## src/hdl/ftx_config.svh

```systemverilog
`ifndef FTX_CONFIG_SVH
`define FTX_CONFIG_SVH

// segmented data frame
`define FTX_SEG_BYTES      16   // data bytes per segment

// symbol slot ring
`define FTX_SLOT_COUNT     64   // slots before wrap

// event lane cadence, in slots
`define FTX_COMMA_PERIOD   4    // K28.5 every 4th slot
`define FTX_BEACON_PERIOD  7    // beacon on remaining 7th slots

`endif

```

## src/hdl/ftx_pkg.sv

```systemverilog
`default_nettype none

`include "ftx_config.svh"

package ftx_pkg;

    typedef logic [7:0]  byte_t;    // one lane byte
    typedef logic [15:0] word_t;    // {data lane, event lane}
    typedef logic [1:0]  kflags_t;  // {data k, event k}
    typedef logic [15:0] csum_t;    // frame checksum

    typedef logic [$clog2(`FTX_SLOT_COUNT)-1:0]  slot_t;     // ring position
    typedef logic [$clog2(`FTX_SEG_BYTES)-1:0]   seg_idx_t;  // data byte index
    typedef logic [$clog2(`FTX_SEG_BYTES+1)-1:0] seg_sel_t;  // 0 = addr, 1..16 = data

    typedef enum logic [2:0] {
        IDLE, WAIT_SLOT, START, ADDR, DATA, STOP, CSUM_HI, CSUM_LO
    } frame_state_e;

    typedef enum logic [7:0] {
        NONE   = 8'h00,  // plain D0.0
        BEACON = 8'h7E,  // beacon code
        COMMA  = 8'hBC   // K28.5
    } event_code_e;

    typedef enum logic [7:0] {
        CODE_START = 8'h5C,  // K28.2
        CODE_STOP  = 8'h3C   // K28.1
    } ctrl_code_e;

endpackage

`default_nettype wire

```

## src/hdl/seg_rd_if.sv

```systemverilog
`timescale 1ns/10ps
`default_nettype none

interface seg_rd_if;

    logic                lock;     // frame pending or on the wire
    logic                acc;      // add rd_byte into checksum
    ftx_pkg::seg_sel_t   rd_sel;   // 0 addr, 1..16 data bytes
    ftx_pkg::byte_t      rd_byte;  // selected byte
    ftx_pkg::csum_t      csum;     // 16'hFFFF minus running sum

    modport sequencer (
        output lock,
        output acc,
        output rd_sel,
        input  rd_byte,
        input  csum
    );

    modport store (
        input  lock,
        input  acc,
        input  rd_sel,
        output rd_byte,
        output csum
    );

endinterface

`default_nettype wire

```

## src/hdl/frame_sequencer.sv

```systemverilog
`timescale 1ns/10ps
`default_nettype none

`include "ftx_config.svh"

module frame_sequencer (
    input  wire logic          tx_clk,
    input  wire logic          rst_n_i,
    input  wire logic          ready_i,       // link up, low aborts
    input  wire logic          send_i,        // send request strobe
    input  ftx_pkg::slot_t     slot_i,        // current slot
    seg_rd_if.sequencer        rd,            // segment store access
    output ftx_pkg::byte_t     frame_byte_o,  // data lane byte
    output logic               frame_is_k_o,  // data lane K flag
    output logic               busy_o         // frame pending or in flight
);

    ftx_pkg::frame_state_e state_q;
    ftx_pkg::frame_state_e state_d;
    ftx_pkg::seg_idx_t     data_idx_q;  // next data byte
    logic                  odd_slot;    // frame bytes only on odd slots
    logic                  last_data;

    assign odd_slot  = slot_i[0];
    assign last_data = (data_idx_q == ftx_pkg::seg_idx_t'(`FTX_SEG_BYTES - 1));

    always_comb begin
        state_d = state_q;
        case (state_q)
            ftx_pkg::IDLE:      if (send_i) state_d = ftx_pkg::WAIT_SLOT;  // latch request
            ftx_pkg::WAIT_SLOT: if (!odd_slot) state_d = ftx_pkg::START;   // next slot is odd
            ftx_pkg::START:     if (odd_slot) state_d = ftx_pkg::ADDR;
            ftx_pkg::ADDR:      if (odd_slot) state_d = ftx_pkg::DATA;
            ftx_pkg::DATA:      if (odd_slot && last_data) state_d = ftx_pkg::STOP;
            ftx_pkg::STOP:      if (odd_slot) state_d = ftx_pkg::CSUM_HI;
            ftx_pkg::CSUM_HI:   if (odd_slot) state_d = ftx_pkg::CSUM_LO;
            ftx_pkg::CSUM_LO:   if (odd_slot) state_d = ftx_pkg::IDLE;
            default:            state_d = ftx_pkg::IDLE;
        endcase
        if (!ready_i) begin
            state_d = ftx_pkg::IDLE;  // link lost, drop frame
        end
    end

    always_ff @(posedge tx_clk or negedge rst_n_i) begin
        if (!rst_n_i) begin
            state_q    <= ftx_pkg::IDLE;
            data_idx_q <= '0;
        end else begin
            state_q <= state_d;
            if (state_q != ftx_pkg::DATA) begin
                data_idx_q <= '0;                                 // rewind per frame
            end else if (odd_slot) begin
                data_idx_q <= data_idx_q + ftx_pkg::seg_idx_t'(1);
            end
        end
    end

    assign busy_o  = (state_q != ftx_pkg::IDLE);
    assign rd.lock = busy_o;                                      // freezes the store
    assign rd.acc  = odd_slot && ((state_q == ftx_pkg::ADDR) || (state_q == ftx_pkg::DATA));

    always_comb begin
        rd.rd_sel    = '0;  // address by default
        frame_byte_o = '0;
        frame_is_k_o = 1'b0;
        if (state_q == ftx_pkg::DATA) begin
            rd.rd_sel = ftx_pkg::seg_sel_t'(data_idx_q) + ftx_pkg::seg_sel_t'(1);
        end
        if (odd_slot) begin  // even slots belong to the distributed bus
            case (state_q)
                ftx_pkg::START: begin
                    frame_byte_o = ftx_pkg::byte_t'(ftx_pkg::CODE_START);
                    frame_is_k_o = 1'b1;
                end
                ftx_pkg::ADDR,
                ftx_pkg::DATA:    frame_byte_o = rd.rd_byte;
                ftx_pkg::STOP: begin
                    frame_byte_o = ftx_pkg::byte_t'(ftx_pkg::CODE_STOP);
                    frame_is_k_o = 1'b1;
                end
                ftx_pkg::CSUM_HI: frame_byte_o = rd.csum[15:8];  // high byte first
                ftx_pkg::CSUM_LO: frame_byte_o = rd.csum[7:0];
                default:          frame_byte_o = '0;
            endcase
        end
    end

    // start code always lands on an odd slot
    a_start_odd_slot : assert property (@(posedge tx_clk) disable iff (!rst_n_i)
        state_q == ftx_pkg::START |-> odd_slot);

    // checksum bytes never on back to back slots
    a_acc_spaced : assert property (@(posedge tx_clk) disable iff (!rst_n_i)
        rd.acc |=> !rd.acc);

endmodule

`default_nettype wire

```

## src/hdl/ftx_top.sv

```systemverilog
`timescale 1ns/10ps
`default_nettype none

module ftx_top (
    input  wire logic          tx_clk,
    input  wire logic          rst_n_i,
    input  wire logic          ready_i,     // transceiver tx ready
    input  wire logic          seg_wr_i,    // segment byte write
    input  ftx_pkg::seg_idx_t  seg_idx_i,
    input  ftx_pkg::byte_t     seg_data_i,
    input  ftx_pkg::byte_t     seg_num_i,   // segment address of next frame
    input  wire logic          send_i,      // send one frame
    output ftx_pkg::word_t     tx_data_o,   // symbol word to the serializer
    output ftx_pkg::kflags_t   tx_is_k_o,
    output logic               busy_o
);

    ftx_pkg::slot_t slot;
    ftx_pkg::byte_t frame_byte;
    logic           frame_is_k;

    seg_rd_if seg_rd ();

    slot_counter slot_counter_i (
        .tx_clk  (tx_clk),
        .rst_n_i (rst_n_i),
        .ready_i (ready_i),
        .slot_o  (slot)
    );

    frame_sequencer frame_sequencer_i (
        .tx_clk       (tx_clk),
        .rst_n_i      (rst_n_i),
        .ready_i      (ready_i),
        .send_i       (send_i),
        .slot_i       (slot),
        .rd           (seg_rd.sequencer),
        .frame_byte_o (frame_byte),
        .frame_is_k_o (frame_is_k),
        .busy_o       (busy_o)
    );

    segment_store segment_store_i (
        .tx_clk     (tx_clk),
        .rst_n_i    (rst_n_i),
        .seg_wr_i   (seg_wr_i),
        .seg_idx_i  (seg_idx_i),
        .seg_data_i (seg_data_i),
        .seg_num_i  (seg_num_i),
        .rd         (seg_rd.store)
    );

    lane_mux lane_mux_i (
        .tx_clk       (tx_clk),
        .rst_n_i      (rst_n_i),
        .ready_i      (ready_i),
        .slot_i       (slot),
        .frame_byte_i (frame_byte),
        .frame_is_k_i (frame_is_k),
        .tx_data_o    (tx_data_o),
        .tx_is_k_o    (tx_is_k_o)
    );

endmodule

`default_nettype wire

```

## src/hdl/lane_mux.sv

```systemverilog
`timescale 1ns/10ps
`default_nettype none

`include "ftx_config.svh"

module lane_mux (
    input  wire logic          tx_clk,
    input  wire logic          rst_n_i,
    input  wire logic          ready_i,       // link up
    input  ftx_pkg::slot_t     slot_i,        // current slot
    input  ftx_pkg::byte_t     frame_byte_i,  // data lane byte
    input  wire logic          frame_is_k_i,  // data lane K flag
    output ftx_pkg::word_t     tx_data_o,     // {data, event}
    output ftx_pkg::kflags_t   tx_is_k_o      // {data k, event k}
);

    ftx_pkg::event_code_e ev_code;  // event lane for this slot
    logic                 comma_slot;
    logic                 beacon_slot;

    assign comma_slot  = (slot_i % `FTX_COMMA_PERIOD) == 0;
    assign beacon_slot = (slot_i % `FTX_BEACON_PERIOD) == 0;

    always_comb begin
        if (comma_slot) begin
            ev_code = ftx_pkg::COMMA;   // comma wins over beacon
        end else if (beacon_slot) begin
            ev_code = ftx_pkg::BEACON;
        end else begin
            ev_code = ftx_pkg::NONE;
        end
    end

    always_ff @(posedge tx_clk or negedge rst_n_i) begin
        if (!rst_n_i) begin
            tx_data_o <= '0;
            tx_is_k_o <= '0;
        end else if (!ready_i) begin
            tx_data_o <= '0;  // quiet lane while down
            tx_is_k_o <= '0;
        end else begin
            tx_data_o <= {frame_byte_i, ftx_pkg::byte_t'(ev_code)};
            tx_is_k_o <= {frame_is_k_i, ev_code == ftx_pkg::COMMA};
        end
    end

endmodule

`default_nettype wire

```

## src/hdl/segment_store.sv

```systemverilog
`timescale 1ns/10ps
`default_nettype none

`include "ftx_config.svh"

module segment_store (
    input  wire logic            tx_clk,
    input  wire logic            rst_n_i,
    input  wire logic            seg_wr_i,    // byte write strobe
    input  ftx_pkg::seg_idx_t    seg_idx_i,   // byte index
    input  ftx_pkg::byte_t       seg_data_i,  // byte value
    input  ftx_pkg::byte_t       seg_num_i,   // segment address
    seg_rd_if.store              rd           // sequencer side
);

    ftx_pkg::byte_t seg_mem [`FTX_SEG_BYTES];  // segment payload
    ftx_pkg::byte_t seg_addr_q;                // address for this frame
    ftx_pkg::csum_t sum_q;                     // running byte sum
    logic           lock_q;
    logic           lock_rise;                 // frame just accepted

    assign lock_rise = rd.lock && !lock_q;

    always_ff @(posedge tx_clk) begin
        if (seg_wr_i && !rd.lock) begin
            seg_mem[seg_idx_i] <= seg_data_i;  // frozen while a frame is out
        end
        if (lock_rise) begin
            seg_addr_q <= seg_num_i;
        end
    end

    always_ff @(posedge tx_clk or negedge rst_n_i) begin
        if (!rst_n_i) begin
            lock_q <= 1'b0;
            sum_q  <= '0;
        end else begin
            lock_q <= rd.lock;
            if (lock_rise) begin
                sum_q <= '0;                                    // fresh frame
            end else if (rd.acc) begin
                sum_q <= sum_q + ftx_pkg::csum_t'(rd.rd_byte);  // 16 bit wrap
            end
        end
    end

    // sel 0 is the address, data bytes follow
    assign rd.rd_byte = (rd.rd_sel == '0) ? seg_addr_q
                      : seg_mem[ftx_pkg::seg_idx_t'(rd.rd_sel - ftx_pkg::seg_sel_t'(1))];
    assign rd.csum    = 16'hFFFF - sum_q;

    // accumulation only inside a locked frame
    a_acc_locked : assert property (@(posedge tx_clk) disable iff (!rst_n_i)
        rd.acc |-> rd.lock && lock_q);

endmodule

`default_nettype wire

```

## src/hdl/slot_counter.sv

```systemverilog
`timescale 1ns/10ps
`default_nettype none

`include "ftx_config.svh"

module slot_counter (
    input  wire logic          tx_clk,
    input  wire logic          rst_n_i,
    input  wire logic          ready_i,   // link up
    output ftx_pkg::slot_t     slot_o     // current symbol slot
);

    logic last_slot;  // end of ring

    assign last_slot = (slot_o == ftx_pkg::slot_t'(`FTX_SLOT_COUNT - 1));

    always_ff @(posedge tx_clk or negedge rst_n_i) begin
        if (!rst_n_i) begin
            slot_o <= '0;
        end else if (!ready_i) begin
            slot_o <= '0;                        // park on slot 0 until ready
        end else if (last_slot) begin
            slot_o <= '0;                        // wrap
        end else begin
            slot_o <= slot_o + ftx_pkg::slot_t'(1);
        end
    end

endmodule

`default_nettype wire

```

## config.mk

```make
export PLATFORM = sky130hd
export DESIGN_NAME = ftx_top
export DESIGN_NICKNAME = d
export VERILOG_FILES = /design/src/hdl/ftx_pkg.sv /design/src/hdl/seg_rd_if.sv /design/src/hdl/frame_sequencer.sv /design/src/hdl/ftx_top.sv /design/src/hdl/lane_mux.sv /design/src/hdl/segment_store.sv /design/src/hdl/slot_counter.sv
export VERILOG_INCLUDE_DIRS = /design/src /design/src/hdl
export SDC_FILE = /design/constraint.sdc
export NUM_CORES = 1
export LEC_CHECK = 0
export ABC_AREA = 1
export ABC_CLOCK_PERIOD_IN_PS = 7200
export BUFFER_PORTS_ARGS = -buffer_cell sky130_fd_sc_hd__clkbuf_2
export CAP_MARGIN = 10
export CORE_ASPECT_RATIO = 0.9
export CORE_MARGIN = 5
export CORE_UTILIZATION = 40
export DETAILED_ROUTE_END_ITERATION = 6
export SLEW_MARGIN = 25
export SYNTH_ARGS = -nofsm -noshare
export SYNTH_HDL_FRONTEND = slang
export SYNTH_SLANG_ARGS = --single-unit
```

## constraint.sdc

```tcl
create_clock -name tx_clk -period 7.2 [get_ports tx_clk]
set_input_delay 0.36 -clock tx_clk [delete_from_list [all_inputs] [get_ports tx_clk]]
set_output_delay 0.36 -clock tx_clk [all_outputs]
set_load 0.005 [all_outputs]
```

==> run metrics, run 1 <==
status completed; # resized after CTS 0; gr usage total 0.167; routed len/inst 16.2 um; Port Buf Inserts 42; peak supply drop approximately 0.00021 V; pwr dens between 200 and 300 nW/um^2; number of buffers created by CTS 17; Fin Setup TNS 0 ps; Synth area leader edfxtp_1; Max Slew Vio Count 0; Layout Utilization 0.451; Slew headroom 0.383; grt ovf 0; DR iter-0 viols 540; Worst path slowest cell xnor2_1; Nets between 1000 and 1500; sequential share of the synthesized area 0.571; crit path buf inv count 9; clk_skew about 13 ps; Setup crit start frame_sequencer_i.state_q[2]$_DFFE_PN0P_; DRT Wirelength 20900 um; Unique masters post-synth 43; TritonRoute pass-1 iters 7; CP Capture Point segment_store_i.sum_q[14]$_DFFE_PN0P_; largest net degree at the start of global routing between 60 and 70; CTS tree built; ranking of synthesized cells by area edfxtp_1 45%, dfrtp_1 12%, nand2_1 10%; vias in the first global route 6457; Rows between 50 and 60; worst r2r dst segment_store_i.sum_q[14]$_DFFE_PN0P_; cell count after synthesis between 900 and 1000; final instance area between 10000 and 15000 sq um; Ys Warns 0; WP data arrival 6220 ps; commonest non-fill, non-tap cell in the layout nand2_1; Final setup viols 0; post-synthesis net count around 1000; Routed Antenna Nets 0; WP depth 31; critical path class flip-flop to flip-flop; Post-CTS Setup Inserts 0; minimum clock period approximately 6000 ps; Fmax achieved roughly 170 MHz; CTS Sinks 178; Antenna Cells 0; first-pass GRT wire length 34200 um; Main synth FF type edfxtp_1; hold-fix buffers at CTS 0; synthesis-to-finish area growth 11.9%; Ports 44; Die H between 150 and 200 um; via count 6669; Worst R2R Setup Slack approximately 1300 ps; dpl hpwl between 10000 and 15000 um; RSZ-0062 raised after global routing no; Max-Cap Viols 0; hold_ws about 2.1 ps; LEAKAGE just over 4 nW; CP endpoint kind flip-flop; core area around 22000 sq um; placed instance area between 9000 and 10000 sq um; CTS Buffer Depth 2; WP data required 7530 ps; period utilization 0.819; EDFF count, synth roughly 140; Hold Path Class primary input to asynchronous set/reset pin; top cell type's share of synthesized area 0.454; die area 25600 sq um; later-pin clock latency in the skew report roughly 440 ps; Via density 5.15; #FFs+latches synth around 180; mapped cell area around 9000 sq um; Post-Layout Cell Count 1294; initial antenna violation count 0; Syn Area/Cell 9.47 sq um; Routability Congestion around 0.88; crit-path max cell delay 650 ps; Final Hold Fails 0; DRC 0; CTS H-tree depth 4; RR Startpoint frame_sequencer_i.state_q[2]$_DFFE_PN0P_; R2R depth 31; Die X 168 um; Worst Setup Start Kind flip-flop; clk slew on worst S/H paths roughly 70 ps; Crit path top cell by count inv_1; worst-path maximum fanout 67; delay-heaviest family, CP buffers and inverters; layout cells sized above 1 0.131; Slew @ Worst Pin 923 ps; most frequent cells in the layout 243 x nand2_1, 136 x edfxtp_1, 93 x nor2_1; clock root cell clkbuf_16; layout filler cell count 2110; Async S/R FF share, synth 0.236; initial core utilization 0.403; Inst Count DP about 1300
sequential cells by signal, summed over array words and instances (netlist names):
register and flops:
slot_counter_i.slot_o 6, lane_mux_i.tx_data_o 11, segment_store_i.sum_q 16, frame_sequencer_i.state_q 3
frame_sequencer_i.data_idx_q 4, segment_store_i.seg_addr_q 8, segment_store_i.seg_mem 128, lane_mux_i.tx_is_k_o 1
segment_store_i.lock_q 1
power by group:
part	internal [W]	leakage, nW	switching [W]	total [W]
Clock	0.000458	0.271	0.000428	0.000887
Sequential	0.00118	1.80	0.0000430	0.00123
Combinational	0.000260	2.09	0.000558	0.000818
Total	0.00190	4.16	0.00103	0.00293
per-layer routing:
| layer | vias to the layer above | GRT usage | part of all wire |
|---|---|---|---|
| li1 | 3331 | - | - |
| met1 | 3133 | 0.238 | 0.48 |
| met2 | 171 | 0.258 | 0.46 |
| met3 | 34 | 0.0314 | 0.042 |
| met4 | 0 | 0.0549 | 0.021 |
| met5 | - | 0 | 0 |
through the flow:
stage / total power [W] / worst slack (ps)
floorplan: 0.00180 / 1920
global placement: 0.00206 / 1550
detailed placement: 0.00206 / 1360
CTS: 0.00295 / 1330
global route: 0.00310 / 513
finish: 0.00293 / 1300
layout make-up:
cell class	instances	area [sq um]	area share
sequential	178	5130	0.511
multi-input combinational	648	3380	0.336
clock buffer	17	425	0.0423
tap	297	372	0.0369
inverter	90	338	0.0336
timing repair buffer	49	263	0.0261
clock inverter	15	148	0.0147
kinds of logic after synthesis:
logic type / Yosys count / share of synthesized area
buffers and inverters: 123 / 0.0548
xor gates and xnor gates: 8 / 0.00779
other: 1 / 0.000417
adders and majority gates: 20 / 0.0287
and+or+nand+nor: 488 / 0.244
DFF: 178 / 0.571
AOI/OAI and AO/OA: 131 / 0.0931
Yosys cell counts (all sizes together), types with 16 or more instances:
master	count
nand2	259
edfxtp	136
nand3	105
nor2	103
inv	87
a21oi	52
dfrtp	42
clkbuf	24
o21ai	24
ha	19
o211ai	17
a32o	16
how the worst min path moves through the flow:
| stage | startpoint | to | depth (start not counted) |
|---|---|---|---|
| after detailed placement | rst_n_i | lane_mux_i.tx_data_o[6]$_DFF_PN0_ | 2 |
| after CTS | rst_n_i | lane_mux_i.tx_data_o[6]$_DFF_PN0_ | 2 |
| after floorplan | rst_n_i | frame_sequencer_i.data_idx_q[0]$_DFFE_PN0P_ | 0 |
| after global placement | rst_n_i | lane_mux_i.tx_data_o[5]$_DFF_PN0_ | 2 |
| final | rst_n_i | lane_mux_i.tx_data_o[5]$_DFF_PN0_ | 2 |
| after global routing | rst_n_i | lane_mux_i.tx_data_o[5]$_DFF_PN0_ | 2 |
No activity file was read; power rests on OpenSTA's default activity.
==> run 2, diff against run 1 <==
ABC_AREA = 0   (was 1)
ABC_CLOCK_PERIOD_IN_PS = 5050   (was 7200)
clock period = 5.05 ns   (was 7.2 ns; I/O delays follow)
==> run 2 against run 1 <==
Against the previous run: routed wire length grew 2.5%; fmax is 22% higher; combinational power fell by 62%; worst setup slack worse by 1100 ps; die area is essentially flat; clock-buffer cell count unchanged; clock power grew 42%; global-route usage hardly changed; sequential share of layout area down 2.4 points; total power grew 9.8%; synthesized cell count is 29% lower; flip-flop and latch count did not move; highest routed layer unchanged.
==> run metrics, run 2 <==
met2 WL 10600 um (was 9670 um); Max Slew Vio Count 0 (unchanged); RR Startpoint frame_sequencer_i.state_q[1]$_DFFE_PN0P_ (was frame_sequencer_i.state_q[2]$_DFFE_PN0P_); pwr dens 305 nW/um^2 (was 291 nW/um^2); WP data required 5360 ps (was 7530 ps); initial core utilization 0.403 (about the same); Fmax achieved 208 MHz (was 170 MHz); most frequent cells in the layout 136 x edfxtp_1, 52 x nor2_1, 44 x nand2_1 (was 243 x nand2_1, 136 x edfxtp_1, 93 x nor2_1); largest family of logic cells by synthesized area multiplexers (was simple AND/OR/NAND/NOR gates); Syn Area/Cell 13.3 sq um (was 9.47 sq um); status completed (unchanged); Post-Synth XOR/XNOR Area 0.0271 (was 0.00779); dpl hpwl 14700 um (was 14300 um); LEAKAGE 3.75 nW (was 4.16 nW); worst-path maximum fanout 11 (was 67); Slew headroom 0.299 (was 0.383); synthesis-to-finish area growth 17.3% (was 11.9%); Die H 152 um (about the same); ranking of synthesized cells by area edfxtp_1 45%, dfrtp_1 12%, mux4_2 10% (was edfxtp_1 45%, dfrtp_1 12%, nand2_1 10%); sequential share of the synthesized area 0.571 (about the same); most instantiated library cell after synthesis edfxtp_1 (was nand2_1); via count 6069 (was 6669); clk_skew 10.9 ps (was 13.0 ps); crit-path max cell delay 480 ps (was 650 ps); core area 22300 sq um (unchanged); layout filler cell count 1916 (was 2110); Nets 799 (was 1029); Unique masters post-synth 83 (was 43); initial antenna violation count 0 (unchanged); Inst Count DP 1017 (was 1262); CP endpoint kind flip-flop (unchanged); period utilization 0.954 (was 0.819); Post-Layout Cell Count 1061 (was 1294); Worst Setup Start Kind flip-flop (unchanged); later-pin clock latency in the skew report 430 ps (was 440 ps); Antenna Cells 0 (unchanged); grt ovf 0 (unchanged); Worst path slowest cell mux4_2 (was xnor2_1); post-synthesis net count 720 (was 994); EDFF count, synth 136 (unchanged); first-pass GRT wire length 33500 um (was 34200 um); minimum clock period 4820 ps (was 5900 ps); Setup crit start frame_sequencer_i.state_q[1]$_DFFE_PN0P_ (was frame_sequencer_i.state_q[2]$_DFFE_PN0P_); Routed Antenna Nets 0 (unchanged); cell-by-cell trace of the critical path nor2_2 > nand2_2 > nor2_4 > inv_1 > ha_4 > buf_6 > buf_4 > mux4_2 > mux4_2 > mux2_2 > ha_1 > a21boi_1 > o21ai_0 > a21boi_1 > o21ai_1 > a2111oi_2 > nand3_1 > xor2_1 > nor2_1; die area 25600 sq um (about the same); met3 wire len 971 um (was 870 um); cell count after synthesis 675 (was 949); largest net degree at the start of global routing 43 (was 68); DR iter-0 viols 479 (was 540); CP Capture Point segment_store_i.sum_q[14]$_DFFE_PN0P_ (unchanged); synth cell count leaders 136 x edfxtp_1, 54 x nor2_1, 44 x nand2_1, 42 x dfrtp_1, 40 x mux4_2 (was 243 x nand2_1, 136 x edfxtp_1, 94 x nor2_1, 91 x nand3_1, 82 x inv_1); DRT Wirelength 21400 um (was 20900 um); worst r2r dst segment_store_i.sum_q[14]$_DFFE_PN0P_ (unchanged); Final setup viols 0 (unchanged); TritonRoute pass-1 iters 5 (was 7); post-synthesis compound-gate area fraction 0.111 (was 0.0931); DRC 0 (unchanged); top cell type's share of synthesized area 0.454 (about the same); Top reg by flops segment_store_i.seg_mem (unchanged); post-synthesis mux area share 0.120 (was 0); Ports 44 (unchanged); Pint 0.00246 W (was 0.00190 W); Max-Cap Viols 0 (unchanged); Comb power frac 0.098 (was 0.279); CTS Buffer Depth 2 (unchanged); Die X 168 um (about the same); gr usage total 0.167 (about the same); P_sw 0.000755 W (was 0.00103 W); clock power share 0.392 (was 0.303); CTS Sinks 178 (unchanged); Rows 52 (unchanged); commonest non-fill, non-tap cell in the layout edfxtp_1 (was nand2_1); pre-CTS setup slack -5.42 ps (was 1360 ps); Synth Area in Adders 0.0287 (about the same); peak supply drop 0.000233 V (was 0.000206 V); Slew @ Worst Pin 1050 ps (was 923 ps); largest registers segment_store_i.seg_mem (128), segment_store_i.sum_q (16), lane_mux_i.tx_data_o (11) (unchanged); vias in the first global route 5990 (was 6457); sequential share of power 0.510 (was 0.418); Main synth FF type edfxtp_1 (unchanged); Via density 5.72 (was 5.15); #FFs+latches synth 178 (unchanged); Post-Synth Simple-Gate Area 0.110 (was 0.244); Port Buf Inserts 42 (unchanged); clk slew on worst S/H paths 60 ps (was 70 ps); topmost layer with routed signal wires met4 (unchanged); Synth area leader edfxtp_1 (unchanged); Final Hold Fails 0 (unchanged); layout cells sized above 1 0.260 (was 0.131); WP data arrival 5120 ps (was 6220 ps); Post-Route M1 WL 9400 um (was 9950 um); sw frac 0.235 (was 0.351); max reg flops 128 (unchanged); mapped cell area 8990 sq um (about the same); worst setup margin 233 ps (was 1300 ps); R2R depth 19 (was 31); clock root cell clkbuf_16 (unchanged); CTS H-tree depth 4 (unchanged); number of buffers created by CTS 17 (unchanged); Fin Setup TNS 0 ps (unchanged); Routability Congestion 0.875 (was 0.877); Ys Warns 0 (unchanged); CTS tree built (unchanged); routed len/inst 20.2 um (was 16.2 um); Async S/R FF share, synth 0.236 (unchanged); Worst R2R Setup Slack 230 ps (was 1300 ps); Hold Path Class primary input to flip-flop (was primary input to asynchronous set/reset pin); critical path class flip-flop to flip-flop (unchanged)
==> run 2: cell count changes after synthesis, moves of 13 or more <==
cell | before | now
inv_1 | 82 | 28
nor2_1 | 94 | 54
a21oi_1 | 52 | 24
a32o_1 | 16 | 0
nand3_1 | 91 | 14
xnor2_1 | 1 | 14
nand2_1 | 243 | 44
nand2_2 | 16 | 1
mux4_2 | 0 | 40
==> run 2: cell families after synthesis <==
kind of cell | count (synthesis)
AND/OR/NAND/NOR | 193
flip-flops | 178
AO/OA/AOI/OAI | 137
buffers and inverters | 62
multiplexers | 57
XOR/XNOR | 27
adder cells (fa/ha/maj) | 20
other | 1
==> run 2: layout make-up <==
cell class              instances  area (sq um)  area share
inverters                      28           105     0.00996
clock buffers                  17           425      0.0403
well taps                     297           372      0.0352
flip-flops and latches        178          5140       0.487
multi-input cells             435          3710       0.351
clock inverters                12           135      0.0128
repair buffers                 94           672      0.0637
==> run 2: worst min path at each step <==
| stage | start | to | slack (ps) | cells after the start |
|---|---|---|---|---|
| 2_1_floorplan | rst_n_i | frame_sequencer_i.data_idx_q[0]$_DFFE_PN0P_ | -40 | 0 |
| 3_3_place_gp | seg_num_i[5] | segment_store_i.seg_addr_q[5]$_DFFE_PP_ | 430 | 1 |
| 3_5_place_dp | seg_num_i[0] | segment_store_i.seg_addr_q[0]$_DFFE_PP_ | 430 | 1 |
| 4_1_cts | rst_n_i | lane_mux_i.tx_data_o[6]$_DFF_PN0_ | 50 | 1 |
| 5_1_grt | ready_i | slot_counter_i.slot_o[1]$_DFF_PN0_ | 150 | 2 |
| 6_report | ready_i | slot_counter_i.slot_o[1]$_DFF_PN0_ | 140 | 2 |
==> run 2: critical path: cells and delay by family, from the launching register on <==
family / cells / cell delay, ps
buffers and inverters: 3 / 520
adders and majority gates: 2 / 650
and+or+nand+nor: 5 / 690
AOI/OAI and AO/OA: 5 / 1150
DFF: 1 / 390
muxes: 3 / 1130
xor gates and xnor gates: 1 / 150
==> run 2: layer usage <==
layer  track usage  vias up
met5             0        -
met4        0.0545        0
met3        0.0270       28
met2         0.272      190
met1         0.230     3075
li1              -     2776
==> run 2: what timing repair did <==
item                       in CTS  in global routing
setup buffers                   0                  5
resized for setup               1                 22
setup endpoints to repair       1                  9
pin swaps                       0                  2
hold endpoints to repair        8                 42
hold buffers                    8                  1
cloned                          0                  1
==> run 2: per-stage QoR <==
step	cell area (sq um)	hold slack [ps]	utilization	total power, W
6_report	10600	137	0.473	0.00322
5_1_grt	10600	147	0.473	0.00334
4_1_cts	10400	47.5	0.465	0.00323
3_5_place_dp	9720	431	0.436	0.00197
3_3_place_gp	9720	433	0.436	0.00196
2_1_floorplan	9050	-43.1	-	0.00185
==> run 2: power groups by stage <==
stage / clock, W / sequential, W / combinational (W)
floorplan: 0 / 0.00167 / 0.000183
global placement: 0 / 0.00167 / 0.000290
detailed placement: 0 / 0.00167 / 0.000300
CTS: 0.00128 / 0.00164 / 0.000307
global route: 0.00135 / 0.00164 / 0.000346
finish: 0.00126 / 0.00164 / 0.000314
